## config.mk

```make
export PLATFORM = sky130hd
export DESIGN_NAME = nic_top
export DESIGN_NICKNAME = d
export VERILOG_FILES = /design/src/common/nic_pkg.sv /design/src/common/rpc_channel_if.sv /design/src/source/nic_top.sv /design/src/source/nic_counters.sv /design/src/rpc/rpc_credit_fifo.sv /design/src/rpc/rpc_flow_filter.sv /design/src/csr/nic_csr.sv
export VERILOG_INCLUDE_DIRS = /design/src /design/src/common
export SDC_FILE = /design/constraint.sdc
export NUM_CORES = 1
export LEC_CHECK = 0
export BUFFER_PORTS_ARGS = -buffer_cell sky130_fd_sc_hd__buf_2
export CAP_MARGIN = 20
export CORE_ASPECT_RATIO = 1.75
export CORE_MARGIN = 5
export CORE_UTILIZATION = 50
export DETAILED_ROUTE_END_ITERATION = 8
export PLACE_DENSITY = 0.74
export SYNTH_ARGS = -nofsm -noshare
export SYNTH_HDL_FRONTEND = slang
export SYNTH_HIERARCHICAL = 1
export SYNTH_SLANG_ARGS = --single-unit
```

## constraint.sdc

```tcl
create_clock -name ccip_clk -period 12.8 [get_ports ccip_clk]
set_clock_uncertainty 0.15 [all_clocks]
set_input_delay 1.28 -clock ccip_clk [delete_from_list [all_inputs] [get_ports ccip_clk]]
set_output_delay 1.28 -clock ccip_clk [all_outputs]
set_load 0.005 [all_outputs]
```

## src/common/nic_config.svh

```systemverilog
// ========================================
// NIC configuration
// Widths, FIFO depth, credit counts and
// the request-rate window
// ========================================

`ifndef NIC_CONFIG_SVH
`define NIC_CONFIG_SVH

// Datapath widths
`define NIC_FLOW_ID_W       4
`define NIC_RPC_DATA_W      64
`define NIC_CNT_W           32
`define NIC_MMIO_ADDR_W     16

// RPC FIFO, depth is 2**LDEPTH
`define NIC_RPC_FIFO_LDEPTH 3

// Initial credits, host side matches the FIFO depth
`define NIC_RPC_CREDITS     8
`define NIC_NET_CREDITS     4

// Rate window in ccip_clk cycles
`define NIC_RATE_WINDOW     64

`endif
```

## src/common/nic_pkg.sv

```systemverilog
// ========================================
// NIC shared types
// CSR address map, counter select, RPC
// payload and status register layout
// ========================================

package nic_pkg;

`include "nic_config.svh"

    // ========================================
    // CSR map
    // ========================================
    // Word addresses of 64-bit registers, so steps of 2
    typedef enum logic [`NIC_MMIO_ADDR_W-1:0] {
        NUM_FLOWS = 16'd0,
        START     = 16'd2,
        STATUS    = 16'd4,
        CNT_SEL   = 16'd6,
        PCK_CNT   = 16'd8,
        RPS       = 16'd10
    } csr_addr_e;

    // Counter shown through PCK_CNT
    typedef enum logic [1:0] {
        CNT_IN   = 2'd0,
        CNT_OUT  = 2'd1,
        CNT_DROP = 2'd2
    } cnt_sel_e;

    // ========================================
    // Payload and status
    // ========================================
    typedef struct packed {
        logic [`NIC_FLOW_ID_W-1:0]  flow_id;
        logic [`NIC_RPC_DATA_W-1:0] data;
    } rpc_t;

    // Error in bit 1, running in bit 0
    typedef struct packed {
        logic error;
        logic running;
    } nic_status_t;

endpackage

```

## src/common/rpc_channel_if.sv

```systemverilog
// ========================================
// RPC channel
// Admitted RPCs from filter to FIFO, with
// credit return and overflow back
// ========================================

`timescale 1ns/1ns

interface rpc_channel_if;

    import nic_pkg::*;

    logic valid;
    rpc_t rpc;
    // One pulse per entry leaving the FIFO
    logic credit;
    // Push into a full FIFO, entry lost
    logic overflow;

    modport src (
        output valid,
        output rpc,
        input  credit
    );

    modport dst (
        input  valid,
        input  rpc,
        output credit,
        output overflow
    );

endinterface

```

## src/source/nic_top.sv

```systemverilog
// ========================================
// NIC top level
// CSR block, RPC filter, credit FIFO and
// statistics on a single ccip_clk
// ========================================

`timescale 1ns/1ns

`include "nic_config.svh"

module nic_top (
    input  logic                        ccip_clk,
    input  logic                        reset,
    // MMIO
    input  logic                        mmio_wr_valid,
    input  logic [`NIC_MMIO_ADDR_W-1:0] mmio_wr_addr,
    input  logic [63:0]                 mmio_wr_data,
    input  logic                        mmio_rd_valid,
    input  logic [`NIC_MMIO_ADDR_W-1:0] mmio_rd_addr,
    input  logic [8:0]                  mmio_rd_tid,
    output logic                        mmio_rsp_valid,
    output logic [8:0]                  mmio_rsp_tid,
    output logic [63:0]                 mmio_rsp_data,
    // RPC ingress
    input  logic                        rpc_in_valid,
    input  logic [`NIC_FLOW_ID_W-1:0]   rpc_in_flow_id,
    input  logic [`NIC_RPC_DATA_W-1:0]  rpc_in_data,
    output logic [1:0]                  rpc_in_credit,
    // Network egress
    output logic                        net_tx_valid,
    output logic [`NIC_FLOW_ID_W-1:0]   net_tx_flow_id,
    output logic [`NIC_RPC_DATA_W-1:0]  net_tx_data,
    input  logic                        net_tx_credit
);

    import nic_pkg::*;

    logic [`NIC_FLOW_ID_W:0] num_flows;
    logic                    nic_start;
    cnt_sel_e                cnt_sel;
    logic                    admit_pulse;
    logic                    drop_pulse;
    logic [`NIC_CNT_W-1:0]   pck_cnt_value;
    logic [`NIC_CNT_W-1:0]   rps_value;

    rpc_channel_if chan_i ();

    nic_csr csr_i (
        .ccip_clk       (ccip_clk),
        .reset          (reset),
        .mmio_wr_valid  (mmio_wr_valid),
        .mmio_wr_addr   (mmio_wr_addr),
        .mmio_wr_data   (mmio_wr_data),
        .mmio_rd_valid  (mmio_rd_valid),
        .mmio_rd_addr   (mmio_rd_addr),
        .mmio_rd_tid    (mmio_rd_tid),
        .fifo_overflow  (chan_i.overflow),
        .pck_cnt_value  (pck_cnt_value),
        .rps_value      (rps_value),
        .mmio_rsp_valid (mmio_rsp_valid),
        .mmio_rsp_tid   (mmio_rsp_tid),
        .mmio_rsp_data  (mmio_rsp_data),
        .num_flows      (num_flows),
        .nic_start      (nic_start),
        .cnt_sel        (cnt_sel)
    );

    rpc_flow_filter filter_i (
        .ccip_clk       (ccip_clk),
        .reset          (reset),
        .rpc_in_valid   (rpc_in_valid),
        .rpc_in_flow_id (rpc_in_flow_id),
        .rpc_in_data    (rpc_in_data),
        .num_flows      (num_flows),
        .nic_start      (nic_start),
        .rpc_in_credit  (rpc_in_credit),
        .drop_pulse     (drop_pulse),
        .admit_pulse    (admit_pulse),
        .chan           (chan_i.src)
    );

    rpc_credit_fifo fifo_i (
        .ccip_clk       (ccip_clk),
        .reset          (reset),
        .net_tx_credit  (net_tx_credit),
        .net_tx_valid   (net_tx_valid),
        .net_tx_flow_id (net_tx_flow_id),
        .net_tx_data    (net_tx_data),
        .chan           (chan_i.dst)
    );

    nic_counters counters_i (
        .ccip_clk      (ccip_clk),
        .reset         (reset),
        .admit_pulse   (admit_pulse),
        .drop_pulse    (drop_pulse),
        .net_tx_valid  (net_tx_valid),
        .cnt_sel       (cnt_sel),
        .pck_cnt_value (pck_cnt_value),
        .rps_value     (rps_value)
    );

endmodule

```

## src/source/nic_counters.sv

```systemverilog
// ========================================
// NIC statistics
// Incoming, forwarded and dropped counts,
// plus admitted requests per rate window
// ========================================

`timescale 1ns/1ns

`include "nic_config.svh"

module nic_counters (
    input  logic                  ccip_clk,
    input  logic                  reset,
    input  logic                  admit_pulse,
    input  logic                  drop_pulse,
    input  logic                  net_tx_valid,
    input  nic_pkg::cnt_sel_e     cnt_sel,
    output logic [`NIC_CNT_W-1:0] pck_cnt_value,
    output logic [`NIC_CNT_W-1:0] rps_value
);

    import nic_pkg::*;

    localparam int WIN_W = $clog2(`NIC_RATE_WINDOW);

    logic [`NIC_CNT_W-1:0] cnt_in;
    logic [`NIC_CNT_W-1:0] cnt_out;
    logic [`NIC_CNT_W-1:0] cnt_drop;
    logic [`NIC_CNT_W-1:0] rate_cnt;
    logic [WIN_W-1:0]      window_cnt;

    always_ff @(posedge ccip_clk) begin
        if (reset) begin
            cnt_in     <= '0;
            cnt_out    <= '0;
            cnt_drop   <= '0;
            rate_cnt   <= '0;
            window_cnt <= '0;
            rps_value  <= '0;
        end else begin
            if (admit_pulse || drop_pulse) begin
                cnt_in <= cnt_in + 1'b1;
            end
            if (net_tx_valid) begin
                cnt_out <= cnt_out + 1'b1;
            end
            if (drop_pulse) begin
                cnt_drop <= cnt_drop + 1'b1;
            end
            // Window end, last-cycle admit still counts
            if (window_cnt == WIN_W'(`NIC_RATE_WINDOW - 1)) begin
                rps_value  <= rate_cnt + `NIC_CNT_W'(admit_pulse);
                rate_cnt   <= '0;
                window_cnt <= '0;
            end else begin
                rate_cnt   <= rate_cnt + `NIC_CNT_W'(admit_pulse);
                window_cnt <= window_cnt + 1'b1;
            end
        end
    end

    always_comb begin
        case (cnt_sel)
            CNT_IN:   pck_cnt_value = cnt_in;
            CNT_OUT:  pck_cnt_value = cnt_out;
            CNT_DROP: pck_cnt_value = cnt_drop;
            default:  pck_cnt_value = '0;
        endcase
    end

endmodule

```

## src/rpc/rpc_credit_fifo.sv

```systemverilog
// ========================================
// RPC credit FIFO
// Holds admitted RPCs and sends them to
// the network against egress credits
// ========================================

`timescale 1ns/1ns

`include "nic_config.svh"

module rpc_credit_fifo (
    input  logic                       ccip_clk,
    input  logic                       reset,
    input  logic                       net_tx_credit,
    output logic                       net_tx_valid,
    output logic [`NIC_FLOW_ID_W-1:0]  net_tx_flow_id,
    output logic [`NIC_RPC_DATA_W-1:0] net_tx_data,
    rpc_channel_if.dst                 chan
);

    import nic_pkg::*;

    localparam int LDEPTH = `NIC_RPC_FIFO_LDEPTH;
    localparam int DEPTH  = 1 << LDEPTH;
    localparam int CRD_W  = $clog2(`NIC_NET_CREDITS + 1);

    rpc_t              mem [DEPTH];
    logic [LDEPTH-1:0] wr_ptr;
    logic [LDEPTH-1:0] rd_ptr;
    logic [LDEPTH:0]   count;
    logic [CRD_W-1:0]  net_credits;
    logic              full;
    logic              empty;
    logic              push;
    logic              pop;

    assign full  = (count == (LDEPTH + 1)'(DEPTH));
    assign empty = (count == '0);
    assign pop   = !empty && (net_credits != '0);
    // A full FIFO still takes a push when it pops in the same cycle
    assign push  = chan.valid && (!full || pop);

    always_ff @(posedge ccip_clk) begin
        if (push) begin
            mem[wr_ptr] <= chan.rpc;
        end
        if (pop) begin
            net_tx_flow_id <= mem[rd_ptr].flow_id;
            net_tx_data    <= mem[rd_ptr].data;
        end
    end

    // ========================================
    // Pointers, credits and pulses
    // ========================================
    always_ff @(posedge ccip_clk) begin
        if (reset) begin
            wr_ptr        <= '0;
            rd_ptr        <= '0;
            count         <= '0;
            net_credits   <= CRD_W'(`NIC_NET_CREDITS);
            net_tx_valid  <= 1'b0;
            chan.credit   <= 1'b0;
            chan.overflow <= 1'b0;
        end else begin
            if (push) begin
                wr_ptr <= wr_ptr + 1'b1;
            end
            if (pop) begin
                rd_ptr <= rd_ptr + 1'b1;
            end
            case ({push, pop})
                2'b10:   count <= count + 1'b1;
                2'b01:   count <= count - 1'b1;
                default: count <= count;
            endcase
            // Returned credit and pop cancel out
            case ({net_tx_credit, pop})
                2'b10:   net_credits <= net_credits + 1'b1;
                2'b01:   net_credits <= net_credits - 1'b1;
                default: net_credits <= net_credits;
            endcase
            net_tx_valid  <= pop;
            chan.credit   <= pop;
            chan.overflow <= chan.valid && !push;
        end
    end

endmodule

```

## src/rpc/rpc_flow_filter.sv

```systemverilog
// ========================================
// RPC flow filter
// Admits RPCs for configured flows while
// running, drops the rest with a credit
// ========================================

`timescale 1ns/1ns

`include "nic_config.svh"

module rpc_flow_filter (
    input  logic                       ccip_clk,
    input  logic                       reset,
    input  logic                       rpc_in_valid,
    input  logic [`NIC_FLOW_ID_W-1:0]  rpc_in_flow_id,
    input  logic [`NIC_RPC_DATA_W-1:0] rpc_in_data,
    input  logic [`NIC_FLOW_ID_W:0]    num_flows,
    input  logic                       nic_start,
    output logic [1:0]                 rpc_in_credit,
    output logic                       drop_pulse,
    output logic                       admit_pulse,
    rpc_channel_if.src                 chan
);

    logic admit;
    logic drop_q;

    // Flow id compared against the count, one bit wider
    assign admit = nic_start && ({1'b0, rpc_in_flow_id} < num_flows);

    always_ff @(posedge ccip_clk) begin
        if (reset) begin
            chan.valid <= 1'b0;
            drop_q     <= 1'b0;
        end else begin
            chan.valid <= rpc_in_valid && admit;
            drop_q     <= rpc_in_valid && !admit;
        end
    end

    always_ff @(posedge ccip_clk) begin
        chan.rpc.flow_id <= rpc_in_flow_id;
        chan.rpc.data    <= rpc_in_data;
    end

    assign admit_pulse = chan.valid;
    assign drop_pulse  = drop_q;

    // Drop credit and FIFO credit can land in the same cycle
    assign rpc_in_credit = {1'b0, drop_q} + {1'b0, chan.credit};

endmodule

```

## src/csr/nic_csr.sv

```systemverilog
// ========================================
// NIC CSR block
// MMIO write decode, config registers,
// status register and registered read mux
// ========================================

`timescale 1ns/1ns

`include "nic_config.svh"

module nic_csr (
    input  logic                        ccip_clk,
    input  logic                        reset,
    input  logic                        mmio_wr_valid,
    input  logic [`NIC_MMIO_ADDR_W-1:0] mmio_wr_addr,
    input  logic [63:0]                 mmio_wr_data,
    input  logic                        mmio_rd_valid,
    input  logic [`NIC_MMIO_ADDR_W-1:0] mmio_rd_addr,
    input  logic [8:0]                  mmio_rd_tid,
    input  logic                        fifo_overflow,
    input  logic [`NIC_CNT_W-1:0]       pck_cnt_value,
    input  logic [`NIC_CNT_W-1:0]       rps_value,
    output logic                        mmio_rsp_valid,
    output logic [8:0]                  mmio_rsp_tid,
    output logic [63:0]                 mmio_rsp_data,
    output logic [`NIC_FLOW_ID_W:0]     num_flows,
    output logic                        nic_start,
    output nic_pkg::cnt_sel_e           cnt_sel
);

    import nic_pkg::*;

    logic        error_q;
    nic_status_t status;

    // ========================================
    // Write side
    // ========================================
    always_ff @(posedge ccip_clk) begin
        if (reset) begin
            num_flows <= '0;
            nic_start <= 1'b0;
            cnt_sel   <= CNT_IN;
        end else if (mmio_wr_valid) begin
            case (mmio_wr_addr)
                NUM_FLOWS: num_flows <= mmio_wr_data[`NIC_FLOW_ID_W:0];
                START:     nic_start <= mmio_wr_data[0];
                CNT_SEL:   cnt_sel   <= cnt_sel_e'(mmio_wr_data[1:0]);
                default: ;
            endcase
        end
    end

    // Sticky error, only reset clears it
    always_ff @(posedge ccip_clk) begin
        if (reset) begin
            error_q <= 1'b0;
        end else if (fifo_overflow) begin
            error_q <= 1'b1;
        end
    end

    assign status.running = nic_start;
    assign status.error   = error_q;

    // ========================================
    // Read side
    // ========================================
    always_ff @(posedge ccip_clk) begin
        if (reset) begin
            mmio_rsp_valid <= 1'b0;
        end else begin
            mmio_rsp_valid <= mmio_rd_valid;
        end
    end

    // Tid echo, unmapped reads give zero
    always_ff @(posedge ccip_clk) begin
        mmio_rsp_tid <= mmio_rd_tid;
        case (mmio_rd_addr)
            NUM_FLOWS: mmio_rsp_data <= 64'(num_flows);
            START:     mmio_rsp_data <= {63'b0, nic_start};
            STATUS:    mmio_rsp_data <= 64'(status);
            CNT_SEL:   mmio_rsp_data <= 64'(cnt_sel);
            PCK_CNT:   mmio_rsp_data <= 64'(pck_cnt_value);
            RPS:       mmio_rsp_data <= 64'(rps_value);
            default:   mmio_rsp_data <= 64'b0;
        endcase
    end

endmodule

```

==> flow_summary.ini <==
[run_status]
run_status = finished, final reports clean

[logic_synthesis]
synth.top_cells.by_count = 612 x edfxtp_1, 302 x dfxtp_1, 143 x nor2_1
cells_after_synth = 2220
syn_avg_cell_area_um2 = 15.81
postSynth.topFlopCell = edfxtp_1
synth_area_um2 = 35100
synth_top_area_share = 0.5236
post-synth-top-area-cell = edfxtp_1
synth_sequential_area_ratio = 0.6958
ys.warnings.count = 6
count_of_flip_flops_with_a_built_in_enable_after_synthesis = 612
yosys.cell_count.top_type = edfxtp_1
synth.ff_latch_count = 914
asyncSetResetFlopFracSynth = 0
post_synth_main_area_contributors = edfxtp_1 52%, dfxtp_1 17%, mux4_2 8.7%
post_synth_num_cell_types = 70

[placement]
gp_congestion = 0.8138
numPortBuffers = 232
place_hpwl_um = 45350

[drt]
dr.pass1.iters = 5
routed_via_density = 5.795
avgRoutedWirePerCell_um = 21.76
number_of_violations_reported_at_the_end_of_detailed_routing_iteration_0 = 1524
vias = 19830
post_drt_antenna_nets = 0
route.detailed.drc = 0
routed_wl_um = 74450

[timing]
share_of_the_clock_period_used_by_the_worst_path = 0.2537
setup_tns_final_ns = 0
timing.final.crit_period_ns = 3.247
timing_max_transition_violations_final = 0
fin_worst_hold_slack_ns = 0.2976
unrepaired_setup_endpoints_after_global_routing = false
worstMarginPinSlew_ns = 1.048
slew_headroom = 0.3011
finalHoldViolCount = 0
setup_viol = 0
maxClockFrequency_ghz = 0.3080

[finish]
syn2layout_area_growth_pct = 13.05
drive_gt1_frac = 0.2502
fin_nets = 2640
fill_cells = 5293
area.sequential_um2 = 24440
multi_input_comb_area_um2 = 9886

[die]
die_width_um = 210.3
fp.dieArea_um2 = 75810
std_cell_rows = 128
top_level_ports = 324
core-area_um2 = 69670
floorplan.initialDensity = 0.5038
die_height_um = 360.5

[clock_network]
ctsHoldBuffers = 0
cts_buffer_depth = 3
cts-resized-gates = 0
cts.root.buffer_cell = clkbuf_16
cts-buffers-inserted = 82
cts_num_sinks = 914
cts.reportedPaths.clkPinSlew_ns = 0.06
post-cts-setup-buffer-count = 0
cts_tree = built
htree_levels = 3
worst_skew_pair.late_latency_ns = 0.65

[hold_path]
holdCritPathClass = reg2reg

[pwr]
cell_internal_pwr_w = 0.005309
pwr-share-seq = 0.499
power-per-cell-area_nw_per_um2 = 177.5
power_switching_share = 0.2463
power.ir.vdd_worst_uv = 185.9
total_power_w = 0.007044
comb_pwr_share = 0.153
leakagePower_nw = 12.97
power.clock.fraction = 0.348
power.switching_w = 0.001735

[global_routing]
global_route_wire_length_before_repair_um = 116400
grt_pass1_vias = 20910
gr-usage-all-layers = 0.1941
gr_ovfl_total = 0
grt_start_max_net_pins = 105
number_of_antenna_violations_at_the_first_check_in_global_routing = 2

[setup_path]
worstPathRequired_ns = 11.37
critical_path.startpoint_type = flop
critical_path_arrival_ns = 1.82
worstSetupEndpointType = output port
critical_path_class = reg2out
worstPathMaxFanout = 15

[run]
timing.max_cap.violations = 0
[worst max-delay path: stages, from the launching register on]
cell and delay [ns]:
dfxtp_1 0.74, ha_1 0.34, buf_2 0.13
[path summary, 6_finish.rpt]
kind	start	end	slack, ns	cells after the start
max	filter_i/drop_pulse	rpc_in_credit[0]	9.55	2
min	fifo_i/chan.overflow	csr_i/error_q	0.30	2
max reg2reg	fifo_i/count[1]	fifo_i/count[3]	9.63	8
min reg2reg	fifo_i/chan.overflow	csr_i/error_q	0.30	2
[layer usage]
layer	global-route usage	share of wire
met5	0	0
met1	0.2302	0.38
met2	0.3571	0.54
met3	0.02981	0.053
met4	0.06799	0.028
[stage by stage]
stage | area [µm²] | std cells | utilization | worst slack [ns]
floorplan | 35220 | 2251 | - | 4.277
global placement | 36930 | 3268 | 0.5301 | 9.243
detailed placement | 36930 | 3268 | 0.5301 | 9.142
CTS | 39650 | 3419 | 0.5691 | 9.462
global route | 39680 | 3420 | 0.5695 | 9.430
finish | 39680 | 3422 | 0.5696 | 9.553
[area by class of cell]
cell class	count	share of cell area
sequential	914	0.6158
multi-input combinational	1160	0.2491
clock buffer	113	0.05697
timing repair buffer	259	0.03525
tap	910	0.02869
clock inverter	38	0.01160
inverter	26	0.002459
antenna	2	0.0001261
[power by group through the flow]
stage / Sequential (W) / Combinational (W) / Clock, W
detailed placement: 0.00358 / 0.00109 / 0
global route: 0.00354 / 0.00117 / 0.00265
finish: 0.00351 / 0.00108 / 0.00245
CTS: 0.00352 / 0.00110 / 0.00252
floorplan: 0.00352 / 0.000822 / 0
global placement: 0.00357 / 0.00107 / 0
[cell families after synthesis]
kind of cell,after synthesis,synth area share
flip-flops,914,0.6958
AND/OR/NAND/NOR,514,0.07831
multiplexers,279,0.1307
AO/OA/AOI/OAI,258,0.04584
buffers and inverters,177,0.02770
XOR/XNOR,59,0.01472
adder cells (fa/ha/maj),18,0.006844
other,1,0.0001068
[sequential cells by signal, indices dropped and copies added, names as in the netlist, 6 cells and up]
register and flops:
csr_i/mmio_rsp_data 32, filter_i/chan.rpc 68, counters_i/rps_value 32, fifo_i/net_tx_data 64, counters_i/cnt_out 32, fifo_i/mem 544, csr_i/mmio_rsp_tid 9, counters_i/cnt_drop 32
counters_i/window_cnt 6, counters_i/rate_cnt 32, counters_i/cnt_in 32
[cells in the final DEF, fill, tap and decap left out, types with 12 or more instances in the layout]
cell type / Yosys / final
a211oi_1: 15 / 15
a21oi_1: 87 / 87
a311oi_1: 16 / 16
and3_1: 15 / 14
and4_1: 15 / 15
buf_2: 8 / 231
buf_4: 37 / 26
clkbuf_1: 69 / 20
clkbuf_16: 0 / 82
clkinv_2: 0 / 12
conb_1: 1 / 32
dfxtp_1: 302 / 298
edfxtp_1: 612 / 612
ha_1: 16 / 16
inv_1: 26 / 26
mux2_2: 68 / 68
mux2i_1: 69 / 69
mux4_2: 136 / 136
nand2_1: 80 / 80
nand3_1: 56 / 56
nand4_1: 40 / 40
nor2_1: 143 / 138
nor3_1: 18 / 16
nor4_1: 17 / 15
o21ai_0: 51 / 51
o21ai_1: 23 / 23
o31ai_1: 42 / 42
or3_1: 33 / 33
or4_1: 46 / 46
xnor2_1: 30 / 30
xor2_1: 29 / 29
Power figures use the tool's default switching activity.
